### config.mk
export PLATFORM = sky130hd
export DESIGN_NAME = tag_store_flat
export DESIGN_NICKNAME = d
export VERILOG_FILES = /design/src/hdl/cache_pkg.sv /design/src/hdl/cache_fill_if.sv /design/src/hdl/tag_store.sv /design/src/flat_wrapper.sv
export VERILOG_INCLUDE_DIRS = /design/src /design/src/hdl
export SDC_FILE = /design/constraint.sdc
export NUM_CORES = 1
export LEC_CHECK = 0
export ABC_AREA = 1
export BUFFER_PORTS_ARGS = -buffer_cell sky130_fd_sc_hd__clkbuf_2
export CAP_MARGIN = 20
export CORE_MARGIN = 5
export CORE_UTILIZATION = 50
export CTS_CLUSTER_SIZE = 14
export DETAILED_ROUTE_END_ITERATION = 8
export GPL_ROUTABILITY_DRIVEN = 0
export GPL_TIMING_DRIVEN = 0
export PLACE_DENSITY = 0.72
export SYNTH_ARGS = -nofsm -noshare
export SYNTH_HDL_FRONTEND = slang
export SYNTH_SLANG_ARGS = --single-unit
### constraint.sdc
create_clock -name clk -period 2 [get_ports clk]
set_clock_uncertainty 0.2 [all_clocks]
set_input_delay 0.2 -clock clk [delete_from_list [all_inputs] [get_ports clk]]
set_output_delay 0.2 -clock clk [all_outputs]
set_load 0.01 [all_outputs]
### src/hdl/cache_consts.svh
`ifndef CACHE_CONSTS_SVH
`define CACHE_CONSTS_SVH

// address split is tag | index | word | byte
`define CACHE_ADDR_LEN     16
`define CACHE_TAG_LEN      7
`define CACHE_INDEX_LEN    4
`define CACHE_OFFSET_LEN   5

// line layout
`define CACHE_WORD_LEN     64
`define CACHE_WORD_SEL_LEN 2
`define CACHE_BEATS        4

`define CACHE_WAYS         2
`define CACHE_SETS         16

`endif

### src/hdl/cache_pkg.sv
`default_nettype none
`include "cache_consts.svh"

package cache_pkg;

	// field view of an address, high bits first
	typedef struct packed {
		logic [`CACHE_TAG_LEN-1:0]                        tag;
		logic [`CACHE_INDEX_LEN-1:0]                      index;
		logic [`CACHE_WORD_SEL_LEN-1:0]                   word;
		logic [`CACHE_OFFSET_LEN-`CACHE_WORD_SEL_LEN-1:0] byte_sel;
	} cache_addr_fields_t;

	typedef union packed {
		logic [`CACHE_ADDR_LEN-1:0] flat;
		cache_addr_fields_t         f;
	} cache_addr_t;

	typedef enum logic [1:0] {IDLE, LOOKUP, REFILL, RESPOND} ctrl_state_t;

endpackage

`default_nettype wire

### src/hdl/cache_fill_if.sv
`timescale 1ns/1ps
`default_nettype none
`include "cache_consts.svh"

interface cache_fill_if;

	logic                           refill;
	logic                           beat_en;
	logic                           last;
	logic [`CACHE_INDEX_LEN-1:0]    fill_index;
	logic [`CACHE_TAG_LEN-1:0]      fill_tag;
	logic                           fill_way;
	logic [`CACHE_WORD_SEL_LEN-1:0] fill_beat;

	modport ctrl (output refill, beat_en, last, fill_index, fill_tag);
	modport counter (input refill, beat_en, output fill_beat);
	// victim way is owned by the tag side
	modport tags (input last, fill_index, fill_tag, output fill_way);
	modport data (input beat_en, last, fill_index, fill_way, fill_beat);

endinterface

`default_nettype wire

### src/hdl/tag_store.sv
`timescale 1ns/1ps
`default_nettype none
`include "cache_consts.svh"

module tag_store
	import cache_pkg::*;
(
	input  logic        clk,
	input  logic        rst,
	input  logic        accept,
	input  cache_addr_t req_addr,
	input  cache_addr_t req_q,
	output logic        hit,
	output logic        hit_way,
	cache_fill_if.tags  fill
);

	logic [`CACHE_TAG_LEN-1:0]                    tag_mem [`CACHE_WAYS][`CACHE_SETS];
	logic [`CACHE_WAYS-1:0][`CACHE_SETS-1:0]      valid_bits;
	logic [`CACHE_SETS-1:0]                       victim;
	logic [`CACHE_TAG_LEN-1:0]                    tag_rd [`CACHE_WAYS];
	logic [`CACHE_WAYS-1:0]                       valid_rd;
	logic [`CACHE_WAYS-1:0]                       way_hit;

	// synchronous lookup read, both ways at once
	always_ff @(posedge clk) begin
		if (accept) begin
			for (int w = 0; w < `CACHE_WAYS; w++) begin
				tag_rd[w] <= tag_mem[w][req_addr.f.index];
				valid_rd[w] <= valid_bits[w][req_addr.f.index];
			end
		end
	end

	always_comb begin
		for (int w = 0; w < `CACHE_WAYS; w++) begin
			way_hit[w] = valid_rd[w] && (tag_rd[w] == req_q.f.tag);
		end
	end

	assign hit = |way_hit;
	assign hit_way = way_hit[1];

	// fill goes to the way the victim bit points at
	assign fill.fill_way = victim[fill.fill_index];

	// tag written once the whole line is in
	always_ff @(posedge clk) begin
		if (fill.last) begin
			tag_mem[fill.fill_way][fill.fill_index] <= fill.fill_tag;
		end
	end

	always_ff @(posedge clk) begin
		if (rst) begin
			valid_bits <= '0;
			victim <= '0;
		end else if (fill.last) begin
			valid_bits[fill.fill_way][fill.fill_index] <= 1'b1;
			// next miss in this set replaces the other way
			victim[fill.fill_index] <= ~victim[fill.fill_index];
		end
	end

endmodule

`default_nettype wire

### src/flat_wrapper.sv
// flat-port wrapper written by rule: the top's interface ports become plain ports
module tag_store_flat import cache_pkg::*;
  (clk, rst, accept, req_addr, req_q, hit, hit_way, fill_last, fill_fill_index, fill_fill_tag, fill_fill_way);
  cache_fill_if fill_i ();
  input  logic clk;
  input  logic rst;
  input  logic accept;
  input  cache_addr_t req_addr;
  input  cache_addr_t req_q;
  output logic hit;
  output logic hit_way;
  input wire logic [$bits(fill_i.last)-1:0] fill_last;
  input wire logic [$bits(fill_i.fill_index)-1:0] fill_fill_index;
  input wire logic [$bits(fill_i.fill_tag)-1:0] fill_fill_tag;
  output wire logic [$bits(fill_i.fill_way)-1:0] fill_fill_way;
  assign fill_i.last = fill_last;
  assign fill_i.fill_index = fill_fill_index;
  assign fill_i.fill_tag = fill_fill_tag;
  assign fill_fill_way = fill_i.fill_way;
  tag_store u_core (.clk(clk), .rst(rst), .accept(accept), .req_addr(req_addr), .req_q(req_q), .hit(hit), .hit_way(hit_way), .fill(fill_i));
endmodule
==> out/metrics.csv <==
stage;metric;value;unit
floorplanning;core_area;23260;µm²
flow_run;drv_cap;0;
floorplanning;die_h;162.9;µm
sta;setup_violations;3;
cells_and_area;mostFrequentLayoutCell;edfxtp_1;
worst_setup_path;critPathLaunchType;register;
drt;vias;8487;
sta;fin_ws;-0.03457;ns
min_path;hp-class;in2reg;
cells_and_area;nNetsFinal;1114;
global_routing;grt_pass1_wl;48.49;mm
cts;cts_tree;done;
drt;drtPass1Iterations;6;
global_routing;grt_max_degree;33;
floorplanning;start_util;50.24;%
cts;clockBufferDepth;3;
global_routing;grtUsageTotal;24.72;%
sta;setup-tns-final;-0.08798;ns
floorplanning;rows;56;
drt;wl_per_cell;23.76;µm
cells_and_area;final_cells;1409;
global_routing;first_global_vias;8139;
cts;cts_buffers;29;
sta;max-slew-margin-rel;40.42;%
synthesis;yosysTopAreaCellShare;61.67;%
worst_setup_path;cp.arrival;1.63;ns
synthesis;netlist_area;11690;µm²
cts;cts_sinks;288;
drt;dr.first_iter.drc_count;1197;
sta;rsz0062_at_grt;yes;
cts;cts_root_buffer;clkbuf_16;
floorplanning;boundaryPins;50;
sta;slew_violations;0;
worst_setup_path;worst-setup-path-type;reg2out;
placed_design;placed_area;12210;µm²
status;status;complete, but fails checks;
cells_and_area;postLayoutCellArea;13500;µm²
sta;fmax;491.5;MHz
drt;routed_wl;33.48;mm
min_path;hold_depth;5;
synthesis;ys_warn_count;0;
synthesis;synth_top_area_cell;edfxtp_1;
floorplanning;die-width;162.9;µm
worst_setup_path;reg2reg_depth;10;
synthesis;ys_types;34;
synthesis;synth_cells;998;
pwr;ir_drop;614.2;µV
global_routing;gr-total-overflow;0;
cells_and_area;drive_gt1_share;17.61;%
worst_setup_path;worstPathRequired;1.60;ns
synthesis;syn_area_per_cell;11.71;µm²
placed_design;dp.cells;1341;
worst_setup_path;end_kind;output port;
sta;timing.final.hold_violations;0;
cells_and_area;n_fill_cell;1853;
cells_and_area;final_cell_mix;240 x edfxtp_1, 150 x o21ai_0, 141 x nor2_1;
placed_design;portBuffers;24;
sta;layout_min_cycle_time;2.035;ns
placed_design;dp_hpwl;20.98;mm
drt;drc;0;
drt;ant_nets;0;
worst_setup_path;path_max_fanout;2;
sta;period_share;101.7;%
cells_and_area;diodes;0;
synthesis;ys_ff_latch;288;
pwr;powerDensity;976.5;nW/µm²
cts;path_clk_slew;0.06;ns
drt;via_per_inst;6.023;
synthesis;syn-num-nets;1045;
global_routing;antenna_found_initial;0;
pwr;p_leak;4.586;nW
sta;worstMarginPinSlew;0.8936;ns
cts;ctsHtreeMaxLevel;1;
cts;clk_latency;0.56;ns
cells_and_area;final_util;58.02;%
cells_and_area;syn2layout_area_growth;15.49;%
synthesis;synth_seq_area_share;69.89;%
synthesis;yosys-top-cells-area;edfxtp_1 62%, dfxtp_1 8.2%, o21ai_0 6.4%;
status;violations;setup timing;
floorplanning;die_area;26530;µm²
sta;whs;0.04011;ns
final timing paths:
check / start / to / slack [ns]
hold reg to reg: u_core.valid_bits[0] / u_core.valid_bits[0] / 0.25
setup reg to reg: u_core.victim[7] / u_core.tag_mem[1][77] / 0.01
setup / recovery: u_core.tag_rd[0][13] / hit / -0.03
hold / removal: fill_fill_index[3] / u_core.valid_bits[8] / 0.04
sequential cells by signal, summed over array words and instances (netlist names):
name / flops
u_core.tag_mem: 224
u_core.tag_rd: 14
u_core.valid_bits: 32
u_core.valid_rd: 2
u_core.victim: 16
cells in the mapped netlist:
| library cell | n |
|---|---|
| nand4_1 | 1 |
| nor3_1 | 2 |
| edfxtp_1 | 240 |
| xnor2_1 | 2 |
| nor2_8 | 1 |
| nor2_1 | 142 |
| o211ai_1 | 13 |
| xor2_1 | 3 |
| buf_6 | 3 |
| inv_2 | 11 |
| o21ai_2 | 2 |
| clkinv_1 | 1 |
| clkbuf_1 | 33 |
| nor2_2 | 8 |
| nand2_4 | 4 |
| or2_2 | 3 |
| a211o_1 | 1 |
| nand2_2 | 10 |
| a21oi_1 | 39 |
| o2111ai_1 | 2 |
| buf_2 | 18 |
| and3_2 | 1 |
| a21oi_2 | 9 |
| o22ai_1 | 14 |
| buf_12 | 1 |
| o21ai_1 | 10 |
| inv_1 | 76 |
| nand3_1 | 30 |
| buf_1 | 4 |
| buf_4 | 1 |
| o21ai_0 | 150 |
| o221ai_1 | 43 |
| dfxtp_1 | 48 |
| nand2_1 | 72 |
where the power goes:
part	total, W	switching (W)	internal (W)	leakage [nW]
Clock	0.00574	0.00230	0.00344	0.490
Sequential	0.00660	0.0000222	0.00658	2.57
Combinational	0.000845	0.000628	0.000216	1.53
Total	0.0132	0.00295	0.0102	4.59
what timing repair did:
item | 4_1_cts | 5_1_grt
endpoints found under the hold margin | 20 | 0
resized for setup | 9 | 48
gates cloned | 0 | 1
pin swaps | 4 | 7
hold buffers | 5 | 0
setup endpoints to repair | 17 | 228
buffers inserted | 5 | 3
critical path: stages (launching register included):
cell	delay [ns]
edfxtp_1	0.37
xor2_1	0.17
a211o_1	0.22
nor2_1	0.08
nand2_1	0.07
nand2_1	0.05
buf_2	0.12
per-stage QoR:
stage	total power [W]	setup slack [ns]
finish	0.01318	-0.03457
global route	0.01350	-0.1421
CTS	0.01313	-0.05845
detailed placement	0.007505	-0.5166
global placement	0.007488	-0.4930
floorplan	0.007135	0.2852
cells by family (layout without fill, tap and decap cells):
family                 count (synthesis)  in the layout  synth area share (%)
AND/OR/NAND/NOR                      274            274                 10.04
AO/OA/AOI/OAI                        283            283                 14.38
XOR/XNOR                               5              5                0.3748
flip-flops                           288            288                 69.89
buffers and inverters                148            240                 5.310
cell type report:
type                            instances  area, µm²  area share [%]
Sequential cell                       288       8175           60.57
Multi-Input combinational cell        562       2962           21.94
Clock buffer                           33      740.7           5.488
Tap cell                              319      399.1           2.957
Inverter                               88      389.1           2.883
Buffer                                 60      299.0           2.216
Clock inverter                         21      266.5           1.975
Timing Repair Buffer                   38      265.3           1.965
routing by layer:
metal / global-route usage (%) / vias to the layer above / share of wire, %
li1: - / 3709 / -
met5: 0 / - / 0
met3: 6.808 / 124 / 13
met2: 37.32 / 592 / 45
met1: 33.21 / 4062 / 37
met4: 12.24 / 0 / 5.1
(Power assumes the default switching activity.)
