### config.mk
export PLATFORM = sky130hd
export DESIGN_NAME = cache_ctrl_flat
export DESIGN_NICKNAME = d
export VERILOG_FILES = /design/src/hdl/cache_pkg.sv /design/src/hdl/cache_fill_if.sv /design/src/hdl/cache_ctrl.sv /design/src/flat_wrapper.sv
export VERILOG_INCLUDE_DIRS = /design/src /design/src/hdl
export SDC_FILE = /design/constraint.sdc
export NUM_CORES = 1
export LEC_CHECK = 0
export ABC_AREA = 1
export BUFFER_PORTS_ARGS = -buffer_cell sky130_fd_sc_hd__buf_2
export CAP_MARGIN = 20
export CORE_UTILIZATION = 40
export DETAILED_ROUTE_END_ITERATION = 8
export PLACE_DENSITY = 0.87
export SLEW_MARGIN = 10
export SYNTH_ARGS = -nofsm -noshare
export SYNTH_HDL_FRONTEND = slang
export SYNTH_SLANG_ARGS = --single-unit
### constraint.sdc
create_clock -name clk -period 1.9 [get_ports clk]
set_input_delay 0.285 -clock clk [delete_from_list [all_inputs] [get_ports clk]]
set_output_delay 0.285 -clock clk [all_outputs]
set_load 0.03 [all_outputs]
### src/hdl/cache_consts.svh
`ifndef CACHE_CONSTS_SVH
`define CACHE_CONSTS_SVH

// address split is tag | index | word | byte
`define CACHE_ADDR_LEN     16
`define CACHE_TAG_LEN      7
`define CACHE_INDEX_LEN    4
`define CACHE_OFFSET_LEN   5

// line layout
`define CACHE_WORD_LEN     64
`define CACHE_WORD_SEL_LEN 2
`define CACHE_BEATS        4

`define CACHE_WAYS         2
`define CACHE_SETS         16

`endif

### src/hdl/cache_pkg.sv
`default_nettype none
`include "cache_consts.svh"

package cache_pkg;

	// field view of an address, high bits first
	typedef struct packed {
		logic [`CACHE_TAG_LEN-1:0]                        tag;
		logic [`CACHE_INDEX_LEN-1:0]                      index;
		logic [`CACHE_WORD_SEL_LEN-1:0]                   word;
		logic [`CACHE_OFFSET_LEN-`CACHE_WORD_SEL_LEN-1:0] byte_sel;
	} cache_addr_fields_t;

	typedef union packed {
		logic [`CACHE_ADDR_LEN-1:0] flat;
		cache_addr_fields_t         f;
	} cache_addr_t;

	typedef enum logic [1:0] {IDLE, LOOKUP, REFILL, RESPOND} ctrl_state_t;

endpackage

`default_nettype wire

### src/hdl/cache_fill_if.sv
`timescale 1ns/1ps
`default_nettype none
`include "cache_consts.svh"

interface cache_fill_if;

	logic                           refill;
	logic                           beat_en;
	logic                           last;
	logic [`CACHE_INDEX_LEN-1:0]    fill_index;
	logic [`CACHE_TAG_LEN-1:0]      fill_tag;
	logic                           fill_way;
	logic [`CACHE_WORD_SEL_LEN-1:0] fill_beat;

	modport ctrl (output refill, beat_en, last, fill_index, fill_tag);
	modport counter (input refill, beat_en, output fill_beat);
	// victim way is owned by the tag side
	modport tags (input last, fill_index, fill_tag, output fill_way);
	modport data (input beat_en, last, fill_index, fill_way, fill_beat);

endinterface

`default_nettype wire

### src/hdl/cache_ctrl.sv
`timescale 1ns/1ps
`default_nettype none
`include "cache_consts.svh"

module cache_ctrl
	import cache_pkg::*;
(
	input  logic        clk,
	input  logic        rst,
	input  logic        req_valid,
	input  cache_addr_t req_addr,
	input  logic        hit,
	input  logic        raxi_dvalid,
	input  logic        raxi_dlast,
	output logic        addr_ok,
	output logic        data_ok,
	output logic        accept,
	output cache_addr_t req_q,
	output logic        raxi_valid,
	output cache_addr_t raxi_addr,
	cache_fill_if.ctrl  fill
);

	ctrl_state_t state;
	ctrl_state_t state_nxt;
	logic        lookup_hit;
	logic        beat_seen;

	// hit is only meaningful in the cycle after accept
	assign lookup_hit = (state == LOOKUP) && hit;

	assign addr_ok = (state == IDLE) || lookup_hit;
	assign accept = req_valid && addr_ok;
	assign data_ok = lookup_hit || (state == RESPOND);

	always_comb begin
		state_nxt = state;
		case (state)
			IDLE: begin
				if (accept) begin
					state_nxt = LOOKUP;
				end
			end
			LOOKUP: begin
				if (!hit) begin
					state_nxt = REFILL;
				end else if (!accept) begin
					state_nxt = IDLE;
				end
			end
			REFILL: begin
				if (fill.last) begin
					state_nxt = RESPOND;
				end
			end
			default: begin
				state_nxt = IDLE;
			end
		endcase
	end

	always_ff @(posedge clk) begin
		if (rst) begin
			state <= IDLE;
		end else begin
			state <= state_nxt;
		end
	end

	// request buffer, held through a miss
	always_ff @(posedge clk) begin
		if (accept) begin
			req_q <= req_addr;
		end
	end

	// request stays up until memory starts answering
	always_ff @(posedge clk) begin
		if (rst || !fill.refill) begin
			beat_seen <= 1'b0;
		end else if (fill.beat_en) begin
			beat_seen <= 1'b1;
		end
	end

	assign raxi_valid = fill.refill && !beat_seen;
	assign raxi_addr.flat = {req_q.f.tag, req_q.f.index, {`CACHE_OFFSET_LEN{1'b0}}};

	assign fill.refill = (state == REFILL);
	assign fill.beat_en = fill.refill && raxi_dvalid;
	assign fill.last = fill.beat_en && raxi_dlast;
	assign fill.fill_index = req_q.f.index;
	assign fill.fill_tag = req_q.f.tag;

endmodule

`default_nettype wire

### src/flat_wrapper.sv
// flat-port wrapper written by rule: the top's interface ports become plain ports
module cache_ctrl_flat import cache_pkg::*;
  (clk, rst, req_valid, req_addr, hit, raxi_dvalid, raxi_dlast, addr_ok, data_ok, accept, req_q, raxi_valid, raxi_addr, fill_refill, fill_beat_en, fill_last, fill_fill_index, fill_fill_tag);
  cache_fill_if fill_i ();
  input  logic clk;
  input  logic rst;
  input  logic req_valid;
  input  cache_addr_t req_addr;
  input  logic hit;
  input  logic raxi_dvalid;
  input  logic raxi_dlast;
  output logic addr_ok;
  output logic data_ok;
  output logic accept;
  output cache_addr_t req_q;
  output logic raxi_valid;
  output cache_addr_t raxi_addr;
  output wire logic [$bits(fill_i.refill)-1:0] fill_refill;
  output wire logic [$bits(fill_i.beat_en)-1:0] fill_beat_en;
  output wire logic [$bits(fill_i.last)-1:0] fill_last;
  output wire logic [$bits(fill_i.fill_index)-1:0] fill_fill_index;
  output wire logic [$bits(fill_i.fill_tag)-1:0] fill_fill_tag;
  assign fill_refill = fill_i.refill;
  assign fill_beat_en = fill_i.beat_en;
  assign fill_last = fill_i.last;
  assign fill_fill_index = fill_i.fill_index;
  assign fill_fill_tag = fill_i.fill_tag;
  cache_ctrl u_core (.clk(clk), .rst(rst), .req_valid(req_valid), .req_addr(req_addr), .hit(hit), .raxi_dvalid(raxi_dvalid), .raxi_dlast(raxi_dlast), .addr_ok(addr_ok), .data_ok(data_ok), .accept(accept), .req_q(req_q), .raxi_valid(raxi_valid), .raxi_addr(raxi_addr), .fill(fill_i));
endmodule
==> flow_summary.yaml, run 1 <==
worst_hold_path:
  min_delay_path_depth: 1
  hold_path_class: "in -> reg"
  worst_hold_path.endpoint: "u_core.req_q[6]"
  holdCritStartpoint: "req_addr[6]"
worst_setup_path:
  crit_path_end_kind: "output port"
  rr_worst_depth: 3
  worst_r2r_endpoint: "u_core.req_q[8]"
  cp.required_ns: 1.62
  path_max_fanout: 6
  startpoint_type: "register"
  internal_reg_to_reg_setup_slack_ns: 0.59
  critPathLaunch: "u_core.state[0]"
  worstPathArrival_ns: 1.29
  criticalPathCategory: "reg -> out"
  r2r_start: "u_core.state[0]"
cells_and_area:
  layout.nets: 139
  most_common_cell_after_layout_fill_and_taps_aside: "buf_2"
  layout.cells.most_common_list: "buf_2 (66), edfxtp_1 (16), inv_1 (6)"
  post-route-cell-area_um2: 1070
  area_grow_syn2layout_pct: 24.5
  count_of_antenna_diodes_in_the_layout: 0
  final_core_utilization_pct: 53.7
  share_of_cells_above_drive_strength_1_pct: 63.8
  final-instance-count-excl-fill: 143
die:
  floorplan_core_area_um2: 2000
  ioPinCount: 72
  floorplan.initialDensity_pct: 43.1
  core.rowCount: 16
  dieArea_um2: 2350
  die_x_um: 48.5
  die_h_um: 48.5
routing:
  route.detailed.wl_per_inst_um: 9.45
  ant_nets: 0
  initialDrtViolationCount: 1
  totalWireLength_um: 1350
  drc: 0
  dr_vias: 588
  route.detailed.vias_per_inst: 4.11
  firstDrtPassIters: 2
clock_tree:
  postCtsSetupRepairBufs: 0
  clkSinkCount: 19
  cts-resized-gates: 0
  clkTransAtPathRegs_ns: 0.09
  clockBufferDepth: 2
  cts_hold_buf: 0
  cts_max_level: 1
  cts-buffers-inserted: 3
  clockRootBuffer: "clkbuf_4"
  tritoncts: "done"
  worstSkewPairLatency_ns: 0.28
synth:
  yosys-top-cells-area: "edfxtp_1 (56%), buf_4 (23%), dfxtp_1 (7.0%), inv_1 (2.6%), nor2_4 (1.3%)"
  synth_area_leader_cell: "edfxtp_1"
  ys_types: 17
  synth-seq-cells: 19
  synth_seq_area_share_pct: 62.6
  synthDominantCellAreaShare_pct: 55.7
  ys.warnings.count: 0
  syn_area_per_cell_um2: 12.7
  mappedNetlistArea_um2: 863
  syn_inst: 68
global_routing:
  grt_start_max_net_pins: 13
  first_pass_grt_wire_length_um: 2150
  number_of_antenna_violations_at_the_first_check_in_global_routing: 0
  grt_most_used_layer: "met2"
  grt_util_met1_pct: 11.3
  global_route.usage.met3_pct: 4.09
  via_count_of_the_first_global_routing_pass: 535
  grt_overflow_total: 0
  grt_util_all_layers_pct: 12.3
  grtUsageMet2_pct: 23.7
power_and_ir_drop:
  pwr_total_uw: 1040
  reported_leakage_power_uw: 0.000556
  vdd_ir_drop_max_mv: 0.533
  power_density_nw_per_um2: 972
placed_design:
  port_buffers: 66
  gp_congestion: 0.686
  dpl-instance-area_um2: 1050
  place.detailed.instances: 139
  hpwl_um: 1170
timing:
  final-max-slew-violation-count: 0
  setup_tns_ns: 0
  skew_ns: 0.00134
  timing.final.crit_period_ns: 1.58
  finalSetupViolations: 0
  min_period_over_period_pct: 83.1
  timing.final.hold_violations: 0
  fmaxAchievable_ghz: 0.633
  grt_setup_unrepaired: "false"
status:
  outcome: "finished, final reports clean"
job:
  maxCapViolations: 0
==> report_power, final <==
part	internal, uW	total (uW)	switching (uW)	leakage, uW
Sequential	498	519	21.3	0.000178
Combinational	88.7	342	254	0.000363
Clock	81.3	184	102	0.0000150
Total	668	1040	377	0.000556
==> per-layer routing <==
layer	vias to the layer above	wire length (um)
li1	289	-
met1	250	478
met2	49	703
met3	0	171
met4	0	0
met5	-	0
==> how the worst max path moves through the flow <==
stage	to	depth (start not counted)
after floorplan	u_core.req_q[0]	2
after detailed placement	u_core.req_q[10]	5
final	accept	3
after global routing	accept	3
after CTS	accept	3
after global placement	u_core.req_q[13]	5
==> final cells by class <==
cell class / count / area (um^2)
flip-flops and latches: 19 / 541
multi-input cells: 19 / 110
well taps: 27 / 33.8
repair buffers: 67 / 338
fillers: 184 / 927
inverters: 7 / 26.3
clock buffers: 4 / 26.3
==> metrics by stage <==
| step | hold slack [ns] | worst slack [ns] |
|---|---|---|
| 2_1_floorplan | 0.363 | 0.0852 |
| 3_3_place_gp | 0.463 | 0.613 |
| 3_5_place_dp | 0.463 | 0.577 |
| 4_1_cts | 0.160 | 0.300 |
| 5_1_grt | 0.151 | 0.202 |
| 6_report | 0.176 | 0.321 |
==> Yosys cell counts <==
cell type / number
a211oi_1: 1
a21oi_1: 2
a31o_1: 1
and2_1: 1
buf_4: 27
conb_1: 1
dfxtp_1: 3
edfxtp_1: 16
inv_1: 6
inv_2: 1
nand2_1: 2
nor2_1: 2
nor2_4: 1
nor3_1: 1
o211a_1: 1
o21ai_2: 1
o31ai_1: 1
==> state kept, by name (all words and copies together), names as in the netlist <==
signal and count:
u_core.beat_seen 1, u_core.req_q 16, u_core.state 2
==> kinds of logic after synthesis <==
logic type | count (synthesis) | share of synthesized area, %
AO/OA/AOI/OAI | 7 | 6.09
other | 1 | 0.434
buffers and inverters | 34 | 26.5
flip-flops | 19 | 62.6
AND/OR/NAND/NOR | 7 | 4.35
==> critical path: stages (launching register included) <==
cell and delay [ns]:
dfxtp_1 0.39, a21oi_1 0.19, and2_2 0.23, buf_2 0.22
(Power assumes the default switching activity.)
==> run 2: changes to the inputs <==
Settings changed: CORE_UTILIZATION 40 to 37, PLACE_DENSITY 0.87 to 0.82.
Clock period 1.9 ns to 1.5 ns, I/O delays scaled along.
==> run 2 against run 1 <==
  * Sequential share of layout area is 2.0 points lower
  * Register-to-register slack got worse by 0.39 ns
  * Flip-flop and latch count unchanged
  * Largest cell class unchanged
==> flow_summary.yaml, run 2 (synthesized netlist as in run 1, its figures left out) <==
status:
  outcome: "finished, final reports clean"
job:
  maxCapViolations: 0
worst_setup_path:
  crit_path_end_kind: "output port"
  criticalPathCategory: "reg -> out"
  rr_worst_depth: 4
  startpoint_type: "register"
  r2r_start: "u_core.state[0]"
  endpoint: "fill_last"
  cp.required_ns: 1.27
  worst_r2r_endpoint: "u_core.req_q[10]"
  path_max_fanout: 5
  critPathLaunch: "u_core.state[1]"
  worstPathArrival_ns: 1.19
  internal_reg_to_reg_setup_slack_ns: 0.20
placed_design:
  gp_congestion: 0.662
  post-place-ws_ns: 0.246
  port_buffers: 66
  hpwl_um: 1230
  place.detailed.instances: 140
die:
  die_x_um: 50.3
  die_h_um: 50.3
  dieArea_um2: 2530
  core.rowCount: 17
  floorplan.initialDensity_pct: 39.0
  ioPinCount: 72
  floorplan_core_area_um2: 2210
routing:
  totalWireLength_um: 1510
  route.detailed.vias_per_inst: 4.22
  dr_vias: 620
  drc: 0
  ant_nets: 0
  firstDrtPassIters: 2
  route.detailed.wl_per_inst_um: 10.3
  initialDrtViolationCount: 1
cells_and_area:
  share_of_cells_above_drive_strength_1_pct: 68.1
  count_of_antenna_diodes_in_the_layout: 0
  largest_register_ff_count: 16
  most_common_cell_after_layout_fill_and_taps_aside: "buf_2"
  final-instance-count-excl-fill: 147
  fillerInstances: 217
  biggestRegsByFlops: "u_core.req_q (16), u_core.state (2), u_core.beat_seen (1)"
  largest-register: "u_core.req_q"
  layout.cells.most_common_list: "buf_2 (64), edfxtp_1 (16), inv_1 (5), conb_1 (5), buf_4 (5)"
  layout.nets: 142
  area_grow_syn2layout_pct: 30.1
clock_tree:
  worstSkewPairLatency_ns: 0.28
  clkTransAtPathRegs_ns: 0.09
  clockBufferDepth: 2
  tritoncts: "done"
  cts_max_level: 1
  clockRootBuffer: "clkbuf_4"
  clkSinkCount: 19
  cts-buffers-inserted: 3
timing:
  fmaxAchievable_ghz: 0.708
  min_period_over_period_pct: 94.1
  timing.final.ws_setup_ns: 0.0880
  fin_hold_ws_ns: 0.112
  finalSetupViolations: 0
  final-max-slew-violation-count: 0
  timing.final.hold_violations: 0
  grt_setup_unrepaired: "true"
  setup_tns_ns: 0
  skew_ns: 0.00174
  timing.final.crit_period_ns: 1.41
power_and_ir_drop:
  seq_power_share_pct: 48.3
  total_switching_power_uw: 496
  pwr_total_uw: 1370
  reported_leakage_power_uw: 0.000578
  internal_power_uw: 874
  vdd_ir_drop_max_mv: 0.770
  power_density_nw_per_um2: 1220
  swShare_pct: 36.2
  power.share.combinational_pct: 34.3
  p_clk_share_pct: 17.4
global_routing:
  via_count_of_the_first_global_routing_pass: 518
  grt_util_all_layers_pct: 12.9
  grt_start_max_net_pins: 11
  grt_overflow_total: 0
  first_pass_grt_wire_length_um: 2330
  number_of_antenna_violations_at_the_first_check_in_global_routing: 0
worst_hold_path:
  hold_path_class: "in -> reg"
[run 2: cell count changes in the layout (fill, tap and decap cells not counted), moves of 2 or more]
cell     previous run  this run
buf_4               1         5
dfxtp_2             0         2
buf_2              66        64
dfxtp_1             3         1
[run 2: power by group through the flow]
| stage | clock network [uW] | logic (uW) | registers [uW] |
|---|---|---|---|
| after floorplan | 0 | 301 | 749 |
| after global placement | 0 | 446 | 670 |
| after detailed placement | 0 | 454 | 672 |
| after CTS | 256 | 463 | 661 |
| after global routing | 280 | 497 | 669 |
| final | 239 | 470 | 662 |
[run 2: timing repair]
action,CTS,global route
setup buffers,1,2
endpoints found under the setup margin,2,3
gates resized for setup,3,2
hold buffers,0,0
pin swaps,1,1
[run 2: how the worst min path moves through the flow]
stage | start | endpoint | depth (start not counted) | slack (ns)
floorplan | rst | u_core.state[1] | 1 | 0.30
global placement | req_addr[2] | u_core.req_q[2] | 1 | 0.40
detailed placement | req_addr[1] | u_core.req_q[1] | 1 | 0.40
CTS | req_addr[1] | u_core.req_q[1] | 1 | 0.09
global route | req_addr[2] | u_core.req_q[2] | 1 | 0.08
finish | req_addr[2] | u_core.req_q[2] | 1 | 0.11
[run 2: stage by stage]
step                      area [um^2]  util (%)
final                            1120      50.8
after global routing             1120      50.8
after CTS                        1110      50.1
after detailed placement         1070      48.2
after global placement           1070      48.2
after floorplan                   885         -
[run 2: final cells by class]
cell class,count,area (um^2),share of cell area [%]
clock buffer,4,26.3,2.34
tap,28,35.0,3.12
multi-input combinational,19,115,10.2
inverter,7,26.3,2.34
sequential,19,543,48.3
timing repair buffer,70,378,33.6
[run 2: per-layer routing]
metal | GRT usage (%) | up-vias | routed length [um]
li1 | - | 296 | -
met1 | 12.8 | 280 | 547
met2 | 23.1 | 44 | 816
met3 | 4.55 | 0 | 144
met4 | 6.94 | 0 | 0
met5 | 0 | - | 0
[run 2: worst max-delay path, cell delays in order, from the launching register on]
cell and delay, ns:
dfxtp_2 0.37, inv_2 0.07, nor2_4 0.12, nand2_1 0.07
nor2_1 0.10, buf_4 0.17
==> run 3: changes to the inputs <==
Settings changed: CORE_UTILIZATION 37 to 34, PLACE_DENSITY 0.82 to 0.79.
Clock period 1.5 ns to 1.18 ns, I/O delays scaled along.
==> run 3 against run 2 <==
  * Total power increased by 35%
  * Largest power group unchanged
  * Core utilization rose by 3.6 points
  * Final cell count is 2.7% higher
  * Worst hold slack got worse by 0.061 ns
  * Sequential power rose by 28%
  * Clock skew is 0.0030 ns higher
  * Wire length grew 13%
  * Global-route usage is 0.51 points lower
  * The flow now finishes with violations (setup timing)
  * Register-to-register slack got worse by 0.25 ns
  * First-iteration DRC count rose to 4.0 times the previous value
==> flow_summary.yaml, run 3 (synthesized netlist as in run 1, its figures left out) <==
timing:
  final-max-slew-violation-count: 0
  timing.final.ws_setup_ns: -0.111
  min_period_over_period_pct: 109
  skew_ns: 0.00469
  finalSetupViolations: 21
  timing.final.crit_period_ns: 1.29
  fmaxAchievable_ghz: 0.775
  grt_setup_unrepaired: "true"
  timing.final.hold_violations: 0
cells_and_area:
  largest_register_ff_count: 16
  layout.nets: 146
  post-route-cell-area_um2: 1250
  largest-register: "u_core.req_q"
  count_of_antenna_diodes_in_the_layout: 0
  area_grow_syn2layout_pct: 44.8
  fillerInstances: 201
  layout.cells.most_common_list: "buf_2 (59), edfxtp_1 (16), buf_6 (8)"
  most_common_cell_after_layout_fill_and_taps_aside: "buf_2"
  share_of_cells_above_drive_strength_1_pct: 72.4
  biggestRegsByFlops: "u_core.req_q (16), u_core.state (2), u_core.beat_seen (1)"
clock_tree:
  clockRootBuffer: "clkbuf_4"
  clockBufferDepth: 2
  worstSkewPairLatency_ns: 0.29
  clkTransAtPathRegs_ns: 0.10
  cts_hold_buf: 0
  tritoncts: "done"
  cts-buffers-inserted: 3
  clkSinkCount: 19
  cts_max_level: 1
global_routing:
  grt_most_used_layer: "met2"
  grtUsageMet2_pct: 23.8
  via_count_of_the_first_global_routing_pass: 570
  grt_util_met1_pct: 10.1
  number_of_antenna_violations_at_the_first_check_in_global_routing: 0
  grt_util_all_layers_pct: 12.4
  grt_start_max_net_pins: 12
  first_pass_grt_wire_length_um: 2390
  grt_overflow_total: 0
  global_route.usage.met3_pct: 5.51
power_and_ir_drop:
  pwr_total_uw: 1860
  vdd_ir_drop_max_mv: 0.796
  power_density_nw_per_um2: 1480
  seq_power_share_pct: 45.8
  power.share.combinational_pct: 37.0
  reported_leakage_power_uw: 0.000618
  swShare_pct: 36.2
  total_switching_power_uw: 672
  p_clk_share_pct: 17.1
  internal_power_uw: 1180
placed_design:
  dpl-instance-area_um2: 1110
  gp_congestion: 0.708
  hpwl_um: 1290
  port_buffers: 66
worst_setup_path:
  biggest_cell_delay_along_the_critical_path_ns: 0.39
  crit_path_end_kind: "output port"
  startpoint_type: "register"
  rr_worst_depth: 4
  crit_path_cell_trace: "a21oi_4 > and2_4 > buf_6"
  criticalPathCategory: "reg -> out"
  crit_slowest_cell: "dfxtp_4"
  r2r_start: "u_core.state[0]"
  critPathLaunch: "u_core.state[0]"
  internal_reg_to_reg_setup_slack_ns: -0.05
  cp.required_ns: 1.00
  path_max_fanout: 5
  worst_r2r_endpoint: "u_core.req_q[1]"
  worstPathArrival_ns: 1.11
status:
  outcome: "finished with violations"
  failed_checks: "setup timing"
worst_hold_path:
  holdCritStartpoint: "rst"
  min_delay_path_depth: 2
  worst_hold_path.endpoint: "u_core.state[1]"
  hold_path_class: "in -> reg"
die:
  die_h_um: 52.4
  die_x_um: 52.4
  core.rowCount: 17
  dieArea_um2: 2740
  ioPinCount: 72
  floorplan_core_area_um2: 2300
  floorplan.initialDensity_pct: 37.6
routing:
  drc: 0
  route.detailed.vias_per_inst: 4.21
  route.detailed.wl_per_inst_um: 11.3
  dr_vias: 635
  initialDrtViolationCount: 4
  ant_nets: 0
  firstDrtPassIters: 3
  totalWireLength_um: 1700
job:
  maxCapViolations: 0
-- run 3: cell count changes in the layout (fill, tap and decap cells not counted), sizes merged --
| cell | delta |
|---|---|
| buf | +3 |
| clkbuf | +1 |
-- run 3: final cells by class --
type	instances	area [um^2]	share of cell area (%)
Multi-Input combinational cell	19	141	11.3
Inverter	7	31.3	2.50
Tap cell	28	35.0	2.80
Sequential cell	19	548	43.8
Timing Repair Buffer	74	468	37.4
Clock buffer	4	26.3	2.10
-- run 3: timing repair --
action                     4_1_cts  5_1_grt
gates resized for setup         15        5
setup endpoints to repair        7       21
hold endpoints to repair         0        0
setup buffers                    2        2
pin swaps                        4        2
gates cloned                     0        1
-- run 3: how the worst max path moves through the flow --
| stage | endpoint | slack [ns] | cells after the start |
|---|---|---|---|
| 6_report | accept | -0.11 | 3 |
| 5_1_grt | fill_last | -0.21 | 5 |
| 4_1_cts | fill_last | -0.12 | 5 |
| 3_5_place_dp | u_core.req_q[7] | 0.06 | 5 |
| 3_3_place_gp | u_core.req_q[15] | 0.1 | 3 |
| 2_1_floorplan | u_core.req_q[0] | -0.1 | 2 |
-- run 3: per-layer routing --
layer	wire length, um	vias to the layer above
met2	863	55
met5	0	-
met1	572	273
li1	-	303
met4	27	0
met3	235	4
-- run 3: worst max-delay path: cells and delay by family (launching register included) --
family | cells | cell delay, ns
DFF | 1 | 0.39
and+or+nand+nor | 1 | 0.17
AOI/OAI and AO/OA | 1 | 0.14
buffers and inverters | 1 | 0.12
-- run 3: through the flow --
stage	hold WS, ns	TNS, ns	util, %	std cells	worst slack (ns)
after floorplan	0.248	-1.61	-	72	-0.0994
after global placement	0.350	0	48.2	142	0.0958
after detailed placement	0.356	0	48.2	142	0.0634
after CTS	0.0353	-0.692	51.9	148	-0.119
after global routing	0.0192	-1.81	54.4	151	-0.205
final	0.0507	-0.980	54.4	151	-0.111
-- run 3: power by group through the flow --
stage               registers [uW]  clock network (uW)  logic (uW)
finish                         850                 318         687
global route                   860                 376         727
CTS                            850                 335         641
detailed placement             862                   0         599
global placement               859                   0         593
floorplan                      959                   0         393
